### src/common/timer_pkg.sv
package timer_pkg;

    // prescaler divides the clock by value + 1
    localparam int PRESC_W = 8;

    // counter width, also the width of the register data bus
    localparam int TIMER_W = 16;

    // address layout is {channel, field}
    localparam int FIELD_W = 3;   // low address bits select the register
    localparam int ADDR_W  = 8;   // upper bits give the channel index

    // register map inside one channel window
    typedef enum logic [FIELD_W-1:0] {
        F_CTRL  = 3'd0,   // bit0 go level, bit1 relatch pulse on write
        F_PRESC = 3'd1,   // prescaler setting
        F_TOP   = 3'd2,   // wrap value of the counter
        F_CMP   = 3'd3,   // compare value, pwm high while count <= cmp
        F_COUNT = 3'd4,   // live counter, read only
        F_FLAGS = 3'd5,   // bit0 top, bit1 cmp, write one to clear
        F_MASK  = 3'd6    // irq enables, same layout as F_FLAGS
    } reg_field_e;

    // config handed from the register bank to a channel
    // sampled by the channel only on start or relatch
    typedef struct packed {
        logic [PRESC_W-1:0] prescaler;   // clocks per count minus one
        logic [TIMER_W-1:0] top;         // last count before wrap
        logic [TIMER_W-1:0] cmp;         // compare point
    } ch_cfg_t;

    // live status from a channel
    typedef struct packed {
        logic               cmp_match;   // count == cmp while running
        logic               top_match;   // count == top while running
        logic               pwm;         // count <= cmp while running
        logic [TIMER_W-1:0] counter;     // raw counter, holds when stopped
    } ch_stat_t;

    // flag and mask bit positions
    localparam int FLAG_TOP = 0;
    localparam int FLAG_CMP = 1;

endpackage

### src/timer/timer.sv
module timer (
    input  logic                clk,
    input  logic                rst_n,
    input  timer_pkg::ch_cfg_t  cfg,       // config from the register bank
    input  logic                go,        // run level
    input  logic                relatch,   // one cycle pulse, take new cfg on the fly
    output timer_pkg::ch_stat_t stat       // match, pwm and counter
);

    logic                          run_q;       // run latch, the only real state
    timer_pkg::ch_cfg_t            cfg_q;       // config in use
    logic [timer_pkg::PRESC_W-1:0] presc_cnt;   // clocks within one count step
    logic [timer_pkg::TIMER_W-1:0] count;       // main counter
    logic                          start;
    logic                          load;
    logic                          step;

    // go seen high while stopped
    assign start = go && !run_q;

    // take a fresh copy of the config on start, or on relatch while running
    assign load = start || (run_q && go && relatch);

    // prescaler has run out, counter moves on this edge
    assign step = (presc_cnt == cfg_q.prescaler);

    // latched settings
    always_ff @(posedge clk) begin
        if (load) begin
            cfg_q <= cfg;
        end
    end

    always_ff @(posedge clk) begin
        if (!rst_n) begin
            run_q     <= 1'b0;
            presc_cnt <= '0;
            count     <= '0;
        end else if (start) begin
            // restart from zero with the new settings
            run_q     <= 1'b1;
            presc_cnt <= '0;
            count     <= '0;
        end else if (run_q) begin
            if (!go) begin
                run_q <= 1'b0;   // stop, counter keeps its value
            end else if (!relatch) begin
                // relatch cycle stalls counting, otherwise advance
                if (step) begin
                    presc_cnt <= '0;
                    if (count == cfg_q.top) begin
                        count <= '0;   // wrap
                    end else begin
                        count <= count + 1'b1;
                    end
                end else begin
                    presc_cnt <= presc_cnt + 1'b1;
                end
            end
        end
    end

    // outputs decoded from the counter, held low while stopped
    assign stat = '{
        cmp_match: run_q && (count == cfg_q.cmp),
        top_match: run_q && (count == cfg_q.top),
        pwm:       run_q && (count <= cfg_q.cmp),
        counter:   count
    };

endmodule

### src/timer/timer_regs.sv
module timer_regs #(
    parameter int NUM_CH = 2
) (
    input  logic                          clk,
    input  logic                          rst_n,
    input  logic                          wr_en,            // single cycle write strobe
    input  logic                          rd_en,            // single cycle read strobe
    input  logic [timer_pkg::ADDR_W-1:0]  addr,             // {channel, field}
    input  logic [timer_pkg::TIMER_W-1:0] wdata,
    input  timer_pkg::ch_stat_t           stat [NUM_CH],    // live counters
    input  logic [1:0]                    flags [NUM_CH],   // sticky event flags
    output logic [timer_pkg::TIMER_W-1:0] rdata,            // valid the cycle after rd_en
    output timer_pkg::ch_cfg_t            cfg [NUM_CH],
    output logic [NUM_CH-1:0]             go,
    output logic [NUM_CH-1:0]             relatch,          // one cycle after the ctrl write
    output logic [1:0]                    flag_clr [NUM_CH],
    output logic [1:0]                    mask [NUM_CH]
);

    localparam int CH_W = timer_pkg::ADDR_W - timer_pkg::FIELD_W;   // channel index bits
    localparam int PAD_P = timer_pkg::TIMER_W - timer_pkg::PRESC_W;  // zero fill for presc
    localparam int PAD_F = timer_pkg::TIMER_W - 2;                   // zero fill for flags

    logic [CH_W-1:0]                ch_idx;
    timer_pkg::reg_field_e          field;
    logic [NUM_CH-1:0]              ch_sel;   // one hot, all zero for unused channels
    logic [NUM_CH-1:0]              wr_ch;    // write aimed at channel i
    logic [timer_pkg::TIMER_W-1:0]  rd_val;

    // address split
    assign ch_idx = addr[timer_pkg::ADDR_W-1:timer_pkg::FIELD_W];
    assign field  = timer_pkg::reg_field_e'(addr[timer_pkg::FIELD_W-1:0]);

    // channel decode
    always_comb begin
        for (int i = 0; i < NUM_CH; i++) begin
            ch_sel[i] = (int'(ch_idx) == i);
            wr_ch[i]  = wr_en && ch_sel[i];
        end
    end

    // write one to clear, passed straight to the flag block on the write cycle
    always_comb begin
        for (int i = 0; i < NUM_CH; i++) begin
            if (wr_ch[i] && (field == timer_pkg::F_FLAGS)) begin
                flag_clr[i] = wdata[1:0];
            end else begin
                flag_clr[i] = 2'b00;
            end
        end
    end

    // per channel settings
    always_ff @(posedge clk) begin
        if (!rst_n) begin
            go      <= '0;
            relatch <= '0;
            for (int i = 0; i < NUM_CH; i++) begin
                cfg[i]  <= '0;
                mask[i] <= 2'b00;
            end
        end else begin
            for (int i = 0; i < NUM_CH; i++) begin
                // relatch fires the cycle after, so the channel sees the updated cfg
                relatch[i] <= wr_ch[i] && (field == timer_pkg::F_CTRL) && wdata[1];
                if (wr_ch[i]) begin
                    case (field)
                        timer_pkg::F_CTRL:  go[i]            <= wdata[0];
                        timer_pkg::F_PRESC: cfg[i].prescaler <= wdata[timer_pkg::PRESC_W-1:0];
                        timer_pkg::F_TOP:   cfg[i].top       <= wdata;
                        timer_pkg::F_CMP:   cfg[i].cmp       <= wdata;
                        timer_pkg::F_MASK:  mask[i]          <= wdata[1:0];
                        default: ;   // count and flags not stored here, field 7 unused
                    endcase
                end
            end
        end
    end

    // read mux
    always_comb begin
        rd_val = '0;   // unused address reads zero
        for (int i = 0; i < NUM_CH; i++) begin
            if (ch_sel[i]) begin
                case (field)
                    timer_pkg::F_CTRL:  rd_val = {{(timer_pkg::TIMER_W-1){1'b0}}, go[i]};
                    timer_pkg::F_PRESC: rd_val = {{PAD_P{1'b0}}, cfg[i].prescaler};
                    timer_pkg::F_TOP:   rd_val = cfg[i].top;
                    timer_pkg::F_CMP:   rd_val = cfg[i].cmp;
                    timer_pkg::F_COUNT: rd_val = stat[i].counter;   // live value
                    timer_pkg::F_FLAGS: rd_val = {{PAD_F{1'b0}}, flags[i]};
                    timer_pkg::F_MASK:  rd_val = {{PAD_F{1'b0}}, mask[i]};
                    default:            rd_val = '0;
                endcase
            end
        end
    end

    // read data holds until the next read
    always_ff @(posedge clk) begin
        if (!rst_n) begin
            rdata <= '0;
        end else if (rd_en) begin
            rdata <= rd_val;
        end
    end

endmodule

### src/verilog/timer_irq.sv
module timer_irq #(
    parameter int NUM_CH = 2
) (
    input  logic                clk,
    input  logic                rst_n,
    input  timer_pkg::ch_stat_t stat [NUM_CH],       // match pulses from the channels
    input  logic [1:0]          flag_clr [NUM_CH],   // write one to clear
    input  logic [1:0]          mask [NUM_CH],       // irq enables
    output logic [1:0]          flags [NUM_CH],      // sticky flags, bit0 top, bit1 cmp
    output logic                irq
);

    logic [1:0]        set [NUM_CH];   // events seen this cycle
    logic [NUM_CH-1:0] pend;           // masked flags per channel

    // gather events in flag layout
    always_comb begin
        for (int i = 0; i < NUM_CH; i++) begin
            set[i][timer_pkg::FLAG_TOP] = stat[i].top_match;
            set[i][timer_pkg::FLAG_CMP] = stat[i].cmp_match;
        end
    end

    // matches can last only one clock at prescaler 0, so hold them until cleared
    always_ff @(posedge clk) begin
        if (!rst_n) begin
            for (int i = 0; i < NUM_CH; i++) begin
                flags[i] <= 2'b00;
            end
        end else begin
            for (int i = 0; i < NUM_CH; i++) begin
                flags[i] <= (flags[i] & ~flag_clr[i]) | set[i];   // set beats clear
            end
        end
    end

    // any enabled flag per channel
    always_comb begin
        for (int i = 0; i < NUM_CH; i++) begin
            pend[i] = |(flags[i] & mask[i]);
        end
    end

    // single registered irq line
    always_ff @(posedge clk) begin
        if (!rst_n) begin
            irq <= 1'b0;
        end else begin
            irq <= |pend;
        end
    end

endmodule

### src/verilog/pwm_timer_top.sv
module pwm_timer_top #(
    parameter int NUM_CH = 2
) (
    input  logic                          clk,
    input  logic                          rst_n,
    input  logic                          wr_en,
    input  logic                          rd_en,
    input  logic [timer_pkg::ADDR_W-1:0]  addr,
    input  logic [timer_pkg::TIMER_W-1:0] wdata,
    output logic [timer_pkg::TIMER_W-1:0] rdata,
    output logic [NUM_CH-1:0]             pwm,     // one pwm line per channel
    output logic                          irq      // masked event interrupt
);

    timer_pkg::ch_cfg_t  cfg [NUM_CH];        // bank to channels
    timer_pkg::ch_stat_t stat [NUM_CH];       // channels to bank, flags and pins
    logic [NUM_CH-1:0]   go;
    logic [NUM_CH-1:0]   relatch;
    logic [1:0]          flag_clr [NUM_CH];
    logic [1:0]          mask [NUM_CH];
    logic [1:0]          flags [NUM_CH];

    // register bank
    timer_regs #(
        .NUM_CH (NUM_CH)
    ) u_regs (
        .clk      (clk),
        .rst_n    (rst_n),
        .wr_en    (wr_en),
        .rd_en    (rd_en),
        .addr     (addr),
        .wdata    (wdata),
        .stat     (stat),
        .flags    (flags),
        .rdata    (rdata),
        .cfg      (cfg),
        .go       (go),
        .relatch  (relatch),
        .flag_clr (flag_clr),
        .mask     (mask)
    );

    // one counter per channel
    for (genvar i = 0; i < NUM_CH; i++) begin : g_ch
        timer u_timer (
            .clk     (clk),
            .rst_n   (rst_n),
            .cfg     (cfg[i]),
            .go      (go[i]),
            .relatch (relatch[i]),
            .stat    (stat[i])
        );

        assign pwm[i] = stat[i].pwm;   // pin output
    end

    // sticky flags and irq
    timer_irq #(
        .NUM_CH (NUM_CH)
    ) u_irq (
        .clk      (clk),
        .rst_n    (rst_n),
        .stat     (stat),
        .flag_clr (flag_clr),
        .mask     (mask),
        .flags    (flags),
        .irq      (irq)
    );

endmodule

### config.mk
export PLATFORM = sky130hd
export DESIGN_NAME = pwm_timer_top
export DESIGN_NICKNAME = d
export VERILOG_FILES = /design/src/common/timer_pkg.sv /design/src/timer/timer.sv /design/src/timer/timer_regs.sv /design/src/verilog/timer_irq.sv /design/src/verilog/pwm_timer_top.sv
export SDC_FILE = /design/constraint.sdc
export NUM_CORES = 1
export LEC_CHECK = 0
export ABC_AREA = 1
export BUFFER_PORTS_ARGS = -buffer_cell sky130_fd_sc_hd__buf_2
export CORE_MARGIN = 4
export CORE_UTILIZATION = 60
export DETAILED_ROUTE_END_ITERATION = 12
export GPL_ROUTABILITY_DRIVEN = 1
export HOLD_SLACK_MARGIN = 0.1
export PLACE_DENSITY_LB_ADDON = 0.3
export SYNTH_ARGS = -nofsm -noshare
export SYNTH_HDL_FRONTEND = slang
export SYNTH_SLANG_ARGS = --single-unit
### constraint.sdc
create_clock -name clk -period 7 [get_ports clk]
set_clock_uncertainty 0.1 [all_clocks]
set_input_delay 0.7 -clock clk [delete_from_list [all_inputs] [get_ports clk]]
set_output_delay 0.7 -clock clk [all_outputs]
set_load 0.02 [all_outputs]
==> results of run 1 <==
==> sequential cells by signal (all words and copies together) (netlist names) <==
name / flops
g_ch.u_timer.cfg_q: 80
u_irq.flags: 4
u_regs.rdata: 16
g_ch.u_timer.presc_cnt: 16
u_regs.relatch: 2
u_regs.go: 2
u_regs.mask: 4
g_ch.u_timer.run_q: 2
g_ch.u_timer.count: 32
u_regs.cfg: 80
u_irq.irq: 1
==> worst max-delay path: cells and delay by family <==
family                 cells  cell delay (ps)
buffers and inverters      3             1270
AO/OA/AOI/OAI              2              810
AND/OR/NAND/NOR            3              930
==> final cells by class <==
| type | count | area (um2) |
|---|---|---|
| fill | 1576 | 6060 |
| sequential | 239 | 5590 |
| multi-input combinational | 1040 | 5100 |
| timing repair buffer | 51 | 268 |
| clock buffer | 40 | 753 |
| inverter | 199 | 749 |
| tap | 260 | 325 |
| clock inverter | 5 | 50.0 |
==> synth_stat cells, types with 5 or more instances <==
library cell,n,area share
a21oi_1,69,0.030
nand2_1,357,0.11
ha_1,36,0.039
buf_6,7,0.0068
nand4_1,24,0.013
buf_4,7,0.0045
nor2_4,6,0.0058
buf_2,14,0.0060
inv_1,189,0.061
nor3_1,17,0.0073
edfxtp_1,80,0.21
inv_2,7,0.0023
o211ai_1,22,0.014
xnor2_1,5,0.0038
dfxtp_1,159,0.27
nor2_1,256,0.082
xor2_1,22,0.017
clkbuf_1,12,0.0039
o21ai_0,135,0.058
nand3_1,57,0.024
==> worst paths after layout <==
path / start / end / cells past startpoint
hold / removal: u_regs.cfg[18] / g_ch[1].u_timer.cfg_q[18] / 0
setup / recovery: rst_n / g_ch[0].u_timer.count[13] / 8
setup reg to reg: u_regs.go[0] / g_ch[0].u_timer.count[10] / 9
hold reg to reg: u_regs.cfg[18] / g_ch[1].u_timer.cfg_q[18] / 0
==> placed cells by master (no fill, tap or decap), drive strengths merged, types with 2 or more instances in the layout <==
cell    synthesis  layout
ha             36      36
nand3          61      61
nand4          24      24
inv           197     197
nor3           19      19
dfxtp         159     159
nor3b           2       2
o21ai         136     136
a31oi           2       2
nand3b          3       3
edfxtp         80      80
o211ai         22      22
o22ai           2       2
xor2           22      22
a21oi          69      69
clkbuf         13      40
clkinv          2       6
xnor2           5       5
buf            28      51
nor2          264     264
nand2         364     364
==> through the flow <==
stage,power [mW],instance area (um2)
2_1_floorplan,1.51,11700
3_3_place_gp,1.55,12000
3_5_place_dp,1.55,12000
4_1_cts,2.83,12800
5_1_grt,2.90,12800
6_report,2.82,12800
==> kinds of logic after synthesis <==
logic type,count (synthesis),synth area share
simple gates,739,0.267
buf+inv,240,0.0858
flops,239,0.479
compound gates,237,0.108
fa+ha+maj,36,0.0386
xor+xnor,27,0.0203
mux,1,0.000858
==> power by group <==
group | internal (mW) | total (mW) | switching (mW)
Clock | 0.770 | 1.30 | 0.532
Combinational | 0.0213 | 0.0916 | 0.0703
Sequential | 1.43 | 1.43 | 0.00282
==> routing by layer <==
metal / part of all wire / GRT usage
met5: 0 / 0
met4: 0.031 / 0.0764
met3: 0.096 / 0.0432
met2: 0.45 / 0.431
met1: 0.42 / 0.387
==> results.yml, run 1 <==
status:
  outcome: "finished clean"
route:
  drt_iter0_drc: 945
  via_per_inst: 5.54
  num_vias: 10166
  drc: 0
  dr.pass1.iters: 7
  post_drt_wl_per_cell_um: 16.2
  ant_nets: 0
  wirelength_um: 29700
clocking:
  cts_tree: "done"
  numCtsBuffers: 25
  h-tree-depth: 1
  clk_pin_slew_ps: 60
  cts.path.max_buffers: 3
  numClockSinks: 239
  post_cts_buffers: 0
  cts-root-buf: "clkbuf_16"
  clk_latency_ps: 520
  cts-resized-gates: 0
  cts_hold_buf: 0
critical_path:
  cp-start-kind: "input pin"
  crit_chain: "buf_2 > buf_4 > inv_1 > a21oi_1 > nand2_1 > nand2_1 > o21ai_0 > nor2_1"
  worst-path-max-fanout: 94
  slowest_stage: "a21oi_1"
  r2r_slack_ps: 4480
  critPathKind: "in -> reg"
  crit_top_cell: "nand2_1"
  critical_path_arrival_ps: 3770
  required_ps: 7340
  cpPeakStageDelay_ps: 660
  cp-end-kind: "flip-flop"
sta:
  hold_viol: 0
  worstMarginPinSlew_ps: 824
  period_share: 0.490
  maxSlewViolCount: 0
  fin_tns_setup_ps: 0
  rsz0062_at_grt: "false"
  max_freq_mhz: 292
  holdWs_ps: 333
  relSlewSlack: 0.450
  setup_viol: 0
  layout_min_cycle_time_ps: 3430
  worst_slack_ps: 3570
die:
  dieArea_mm2: 0.0217
  core-area_mm2: 0.0189
  fp.dieW_um: 147
  fp.dieH_um: 147
  ios: 47
  rows: 50
  initial_core_util: 0.617
layout:
  area_growth_pct: 10.0
  stdcell_count: 1834
  insertedDiodeCount: 0
  nNetsFinal: 1620
  utilization: 0.679
  drive_gt1_frac: 0.0762
global_routing:
  grt_antenna_before_repair: 0
  grt_pass1_wl_um: 47900
  grt_usage: 0.271
  grt_pass1_vias: 9495
  grt_max_degree: 95
  grt-ovfl-total: 0
yosys:
  syn_nets: 1583
  synth_seq_cells: 239
  synthFlopType: "dfxtp_1"
  netlist_area_mm2: 0.0117
  syn_area_per_cell_um2: 7.68
  synth_seq_area_share: 0.479
  async_flop_share: 0
  yosysWarnings: 0
  ys_types: 44
  synth-edff-count: 80
  syn-instance-count: 1519
placed_design:
  place_congestion: 0.891
  hpwl_um: 21100
  place_ws_ps: 3150
  portBuffers: 46
  dp.cells: 1789
power_and_ir_drop:
  ir_drop_mv: 0.192
  pwr_density_cell_mw_per_mm2: 220
  p_leak_nw: 5.57
hold_path:
  hold_path_class: "reg -> reg"
run:
  drv_cap: 0
(Power assumes the default switching activity.)
==> run 2: changes to the inputs <==
--- a/config.mk
+++ b/config.mk
@@ -8,7 +8,7 @@
 export ABC_AREA = 1
 export BUFFER_PORTS_ARGS = -buffer_cell sky130_fd_sc_hd__buf_2
 export CORE_MARGIN = 4
-export CORE_UTILIZATION = 60
+export CORE_UTILIZATION = 56
 export DETAILED_ROUTE_END_ITERATION = 12
 export GPL_ROUTABILITY_DRIVEN = 1
 export HOLD_SLACK_MARGIN = 0.1
==> constraint.sdc (replaced) <==
create_clock -name clk -period 3 [get_ports clk]
set_clock_uncertainty 0.1 [all_clocks]
set_input_delay 0.3 -clock clk [delete_from_list [all_inputs] [get_ports clk]]
set_output_delay 0.3 -clock clk [all_outputs]
set_load 0.02 [all_outputs]
==> results.yml, run 2 (synthesis results as in run 1) <==
route:
  wirelength_um: 30300
  via_per_inst: 5.46
  drc: 0
  dr.pass1.iters: 5
  post_drt_wl_per_cell_um: 16.2
  ant_nets: 0
  num_vias: 10182
  drt_iter0_drc: 921
global_routing:
  use_met1: 0.356
  grt_pass1_vias: 9347
  grt_usage: 0.253
  grt-ovfl-total: 0
  grtUsageMet2: 0.409
  top_usage_layer: "met2"
  met3_usage: 0.0417
  grt_max_degree: 94
  grt_pass1_wl_um: 48400
  grt_antenna_before_repair: 0
die:
  fp.dieH_um: 152
  dieArea_mm2: 0.0232
  initial_core_util: 0.573
  ios: 47
  rows: 52
  fp.dieW_um: 152
  core-area_mm2: 0.0204
critical_path:
  cp-end-kind: "output port"
  cp-start-kind: "flip-flop"
  worst-path-max-fanout: 4
  critPathKind: "reg -> out"
  required_ps: 2600
  cpPeakStageDelay_ps: 350
  crit_chain: "ha_1 > nand2_1 > inv_1 > nand3_1 > nor2_1 > nand3_1 > nand2_1 > buf_2"
  slowest_stage: "dfxtp_1"
  critical_path_arrival_ps: 2170
placed_design:
  place_ws_ps: 749
  postPlaceCellArea_mm2: 0.0121
  hpwl_um: 21900
  portBuffers: 46
  dp.cells: 1804
  place_congestion: 0.934
layout:
  utilization: 0.639
  mostFrequentLayoutCell: "nand2_1"
  drive_gt1_frac: 0.0752
  layout_common_cells: "357 x nand2_1, 255 x nor2_1, 189 x inv_1"
  stdcell_count: 1866
  area_growth_pct: 11.5
  reg_top3: "g_ch.u_timer.cfg_q: 80 flops, u_regs.cfg: 80 flops, g_ch.u_timer.count: 32 flops"
  final_area_mm2: 0.0130
  insertedDiodeCount: 0
  nNetsFinal: 1642
  multi_input_area_mm2: 0.00510
  fill_cells: 1729
  layout.area.seq_mm2: 0.00559
clocking:
  clk_latency_ps: 510
  numCtsBuffers: 25
  clk_pin_slew_ps: 60
  cts_tree: "done"
  h-tree-depth: 1
  numClockSinks: 239
  cts-root-buf: "clkbuf_16"
  post_cts_buffers: 0
  cts.path.max_buffers: 3
power_and_ir_drop:
  power_mw: 6.49
  pwr_density_cell_mw_per_mm2: 499
  ir_drop_mv: 0.538
  p_leak_nw: 5.64
sta:
  fin_tns_setup_ps: 0
  layout_min_cycle_time_ps: 2570
  rsz0062_at_grt: "false"
  worst_slack_ps: 434
  worstMarginPinSlew_ps: 811
  holdWs_ps: 152
  max_freq_mhz: 390
  relSlewSlack: 0.459
  setup_viol: 0
  maxSlewViolCount: 0
  hold_viol: 0
  period_share: 0.855
hold_path:
  hold_path_class: "in -> reg"
status:
  outcome: "finished clean"
run:
  drv_cap: 0
[run 2: changes by cell type in the layout (fill, tap and decap cells not counted), sizes merged]
| cell | before | now |
|---|---|---|
| dlygate4sd3 | 0 | 17 |
| clkbuf | 40 | 35 |
| clkinv | 6 | 11 |
| buf | 51 | 56 |
[run 2: timing repair]
action                    in CTS  in global routing
hold endpoints to repair      56                  0
hold buffers                  17                  0
gates resized for setup        0                  0
[run 2: cell type report]
cell class              instances  area share
flip-flops and latches        239       0.429
multi-input cells            1040       0.392
inverters                     199      0.0576
clock buffers                  35      0.0533
repair buffers                 73      0.0365
well taps                     270      0.0260
clock inverters                10     0.00510
[run 2: power breakdown]
part	total (mW)	switching [mW]	internal, mW
combinational	0.235	0.168	0.0677
clock	2.92	1.23	1.68
sequential	3.34	0.00684	3.33
total	6.49	1.41	5.08
[run 2: layer usage]
metal,vias up,part of all wire
met1,4687,0.43
met3,53,0.086
met2,418,0.46
li1,5024,-
met5,-,0
met4,0,0.025
[run 2: worst paths after layout]
kind                        startpoint                         to  slack (ps)  depth (start not counted)
min reg2reg             u_regs.cfg[51]  g_ch[0].u_timer.cfg_q[11]         330                          0
min                              rst_n            u_regs.rdata[0]         150                          3
max reg2reg               u_regs.go[0]  g_ch[0].u_timer.count[13]         760                          9
max          g_ch[1].u_timer.count[15]                     pwm[1]         430                          8
[run 2: worst max-delay path: cells and delay by family (launching register included)]
kind / cells / cell delay [ps]
AND/OR/NAND/NOR: 5 / 760
buffers and inverters: 2 / 240
adder cells (fa/ha/maj): 1 / 310
flip-flops: 1 / 350
==> run 3: changes to the inputs <==
--- a/config.mk
+++ b/config.mk
@@ -7,8 +7,11 @@
 export LEC_CHECK = 0
 export ABC_AREA = 1
 export BUFFER_PORTS_ARGS = -buffer_cell sky130_fd_sc_hd__buf_2
+export CAP_MARGIN = 10
+export CELL_PAD_IN_SITES_DETAIL_PLACEMENT = 0
+export CELL_PAD_IN_SITES_GLOBAL_PLACEMENT = 1
 export CORE_MARGIN = 4
-export CORE_UTILIZATION = 56
+export CORE_UTILIZATION = 42
 export DETAILED_ROUTE_END_ITERATION = 12
 export GPL_ROUTABILITY_DRIVEN = 1
 export HOLD_SLACK_MARGIN = 0.1
==> results.yml, run 3 (synthesis results as in run 1) <==
placed_design:
  portBuffers: 46
  place_ws_ps: 601
  hpwl_um: 23700
  place_congestion: 0.864
sta:
  rsz0062_at_grt: "false"
  period_share: 0.852
  maxSlewViolCount: 0
  max_freq_mhz: 391
  worst_slack_ps: 444
  worstMarginPinSlew_ps: 878
  layout_min_cycle_time_ps: 2560
  relSlewSlack: 0.415
  hold_viol: 0
  setup_viol: 0
  fin_tns_setup_ps: 0
status:
  outcome: "finished clean"
critical_path:
  crit_top_cell: "nand2_1"
  r2r_slack_ps: 520
  critical_path_arrival_ps: 2160
  critPathBufInv: 3
  required_ps: 2600
  r2r-start: "u_regs.go[0]"
  worst-r2r-cell-count: 9
  cp-end-kind: "output port"
  path_depth: 11
  cpPeakStageDelay_ps: 380
  worstReg2RegEnd: "g_ch[0].u_timer.count[8]"
  crit_chain: "inv_1 > ha_1 > inv_1 > a21oi_1 > o21ai_0 > nand2_1 > o211ai_1 > nand2_1 > nand2_1 > nand2_1 > buf_2"
  worst-path-max-fanout: 5
  crit_family: "flip-flops"
  critPathKind: "reg -> out"
  cp-start-kind: "flip-flop"
  slowest_stage: "dfxtp_1"
route:
  ant_nets: 0
  dr.pass1.iters: 5
  post_drt_wl_per_cell_um: 16.4
  wirelength_um: 32300
  drc: 0
  num_vias: 9865
  drt_iter0_drc: 794
  via_per_inst: 5.00
layout:
  drive_gt1_frac: 0.0830
  fill_cells: 2694
  multi_input_area_mm2: 0.00510
  layout_common_cells: "357 x nand2_1, 255 x nor2_1, 189 x inv_1"
  area_growth_pct: 13.9
  nNetsFinal: 1646
  mostFrequentLayoutCell: "nand2_1"
  layout.area.seq_mm2: 0.00559
  insertedDiodeCount: 0
  reg_top3: "g_ch.u_timer.cfg_q: 80 flops, u_regs.cfg: 80 flops, g_ch.u_timer.count: 32 flops"
power_and_ir_drop:
  ir_drop_mv: 0.368
  pwr_density_cell_mw_per_mm2: 520
  p_leak_nw: 5.72
die:
  dieArea_mm2: 0.0305
  rows: 60
  fp.dieH_um: 175
  core-area_mm2: 0.0271
  fp.dieW_um: 175
  initial_core_util: 0.430
  ios: 47
clocking:
  post_cts_buffers: 0
  cts-resized-gates: 0
  clk_latency_ps: 530
  cts-root-buf: "clkbuf_16"
  cts_tree: "done"
  numClockSinks: 239
  numCtsBuffers: 27
  cts.path.max_buffers: 3
  cts_hold_buf: 17
  h-tree-depth: 1
  clk_pin_slew_ps: 60
hold_path:
  hold_start: "rst_n"
  whs_path_depth: 3
  hold_path_end: "u_regs.rdata[3]"
  hold_path_class: "in -> reg"
global_routing:
  grt_max_degree: 94
  grt-ovfl-total: 0
  grt_pass1_vias: 9227
  grt_usage: 0.208
  grt_antenna_before_repair: 0
  grt_pass1_wl_um: 51100
run:
  drv_cap: 0
## run 3: worst max path at each step
stage	slack, ps	endpoint	start
final	440	pwm[0]	g_ch[0].u_timer.count[0]
after global routing	220	pwm[0]	g_ch[0].u_timer.count[0]
after CTS	420	pwm[1]	g_ch[1].u_timer.count[0]
after detailed placement	600	g_ch[0].u_timer.count[8]	u_regs.go[0]
after global placement	590	g_ch[0].u_timer.count[8]	u_regs.go[0]
after floorplan	40	g_ch[1].u_timer.cfg_q[0]	u_regs.go[1]
## run 3: per-layer routing
metal | vias to the layer above | GRT usage | share of wire
li1 | 5025 | - | -
met1 | 4551 | 0.306 | 0.47
met2 | 249 | 0.330 | 0.45
met3 | 40 | 0.0268 | 0.058
met4 | 0 | 0.0416 | 0.016
met5 | - | 0 | 0
## run 3: final cells by class
class / count / area share
multi-input combinational: 1040 / 0.384
inverter: 199 / 0.0564
clock buffer: 37 / 0.0584
sequential: 239 / 0.420
timing repair buffer: 75 / 0.0369
tap: 372 / 0.0350
clock inverter: 12 / 0.00885
## run 3: worst reg2reg max path, cell delays in order, from the launching register on
cell and delay [ps]:
dfxtp_1 430, inv_2 90, nor2_1 170, nand2_1 210, inv_1 150, nand2_1 60, nor2_1 640, nand3_1 240
o21ai_0 230, nor2_1 50
## run 3: through the flow
step	total power, mW	util	hold slack [ps]	instances	cell area (um2)
CTS	6.98	0.490	138	1974	13300
floorplan	3.53	-	308	1519	11700
detailed placement	3.63	0.451	325	1908	12200
global placement	3.63	0.451	326	1908	12200
finish	6.91	0.490	144	1974	13300
global route	7.12	0.490	150	1974	13300
## run 3: report_power, final
group / internal [mW] / leakage [nW] / switching, mW
clock: 1.98 / 0.437 / 1.35
combinational: 0.0684 / 3.27 / 0.173
sequential: 3.33 / 2.01 / 0.00637
total: 5.38 / 5.72 / 1.53
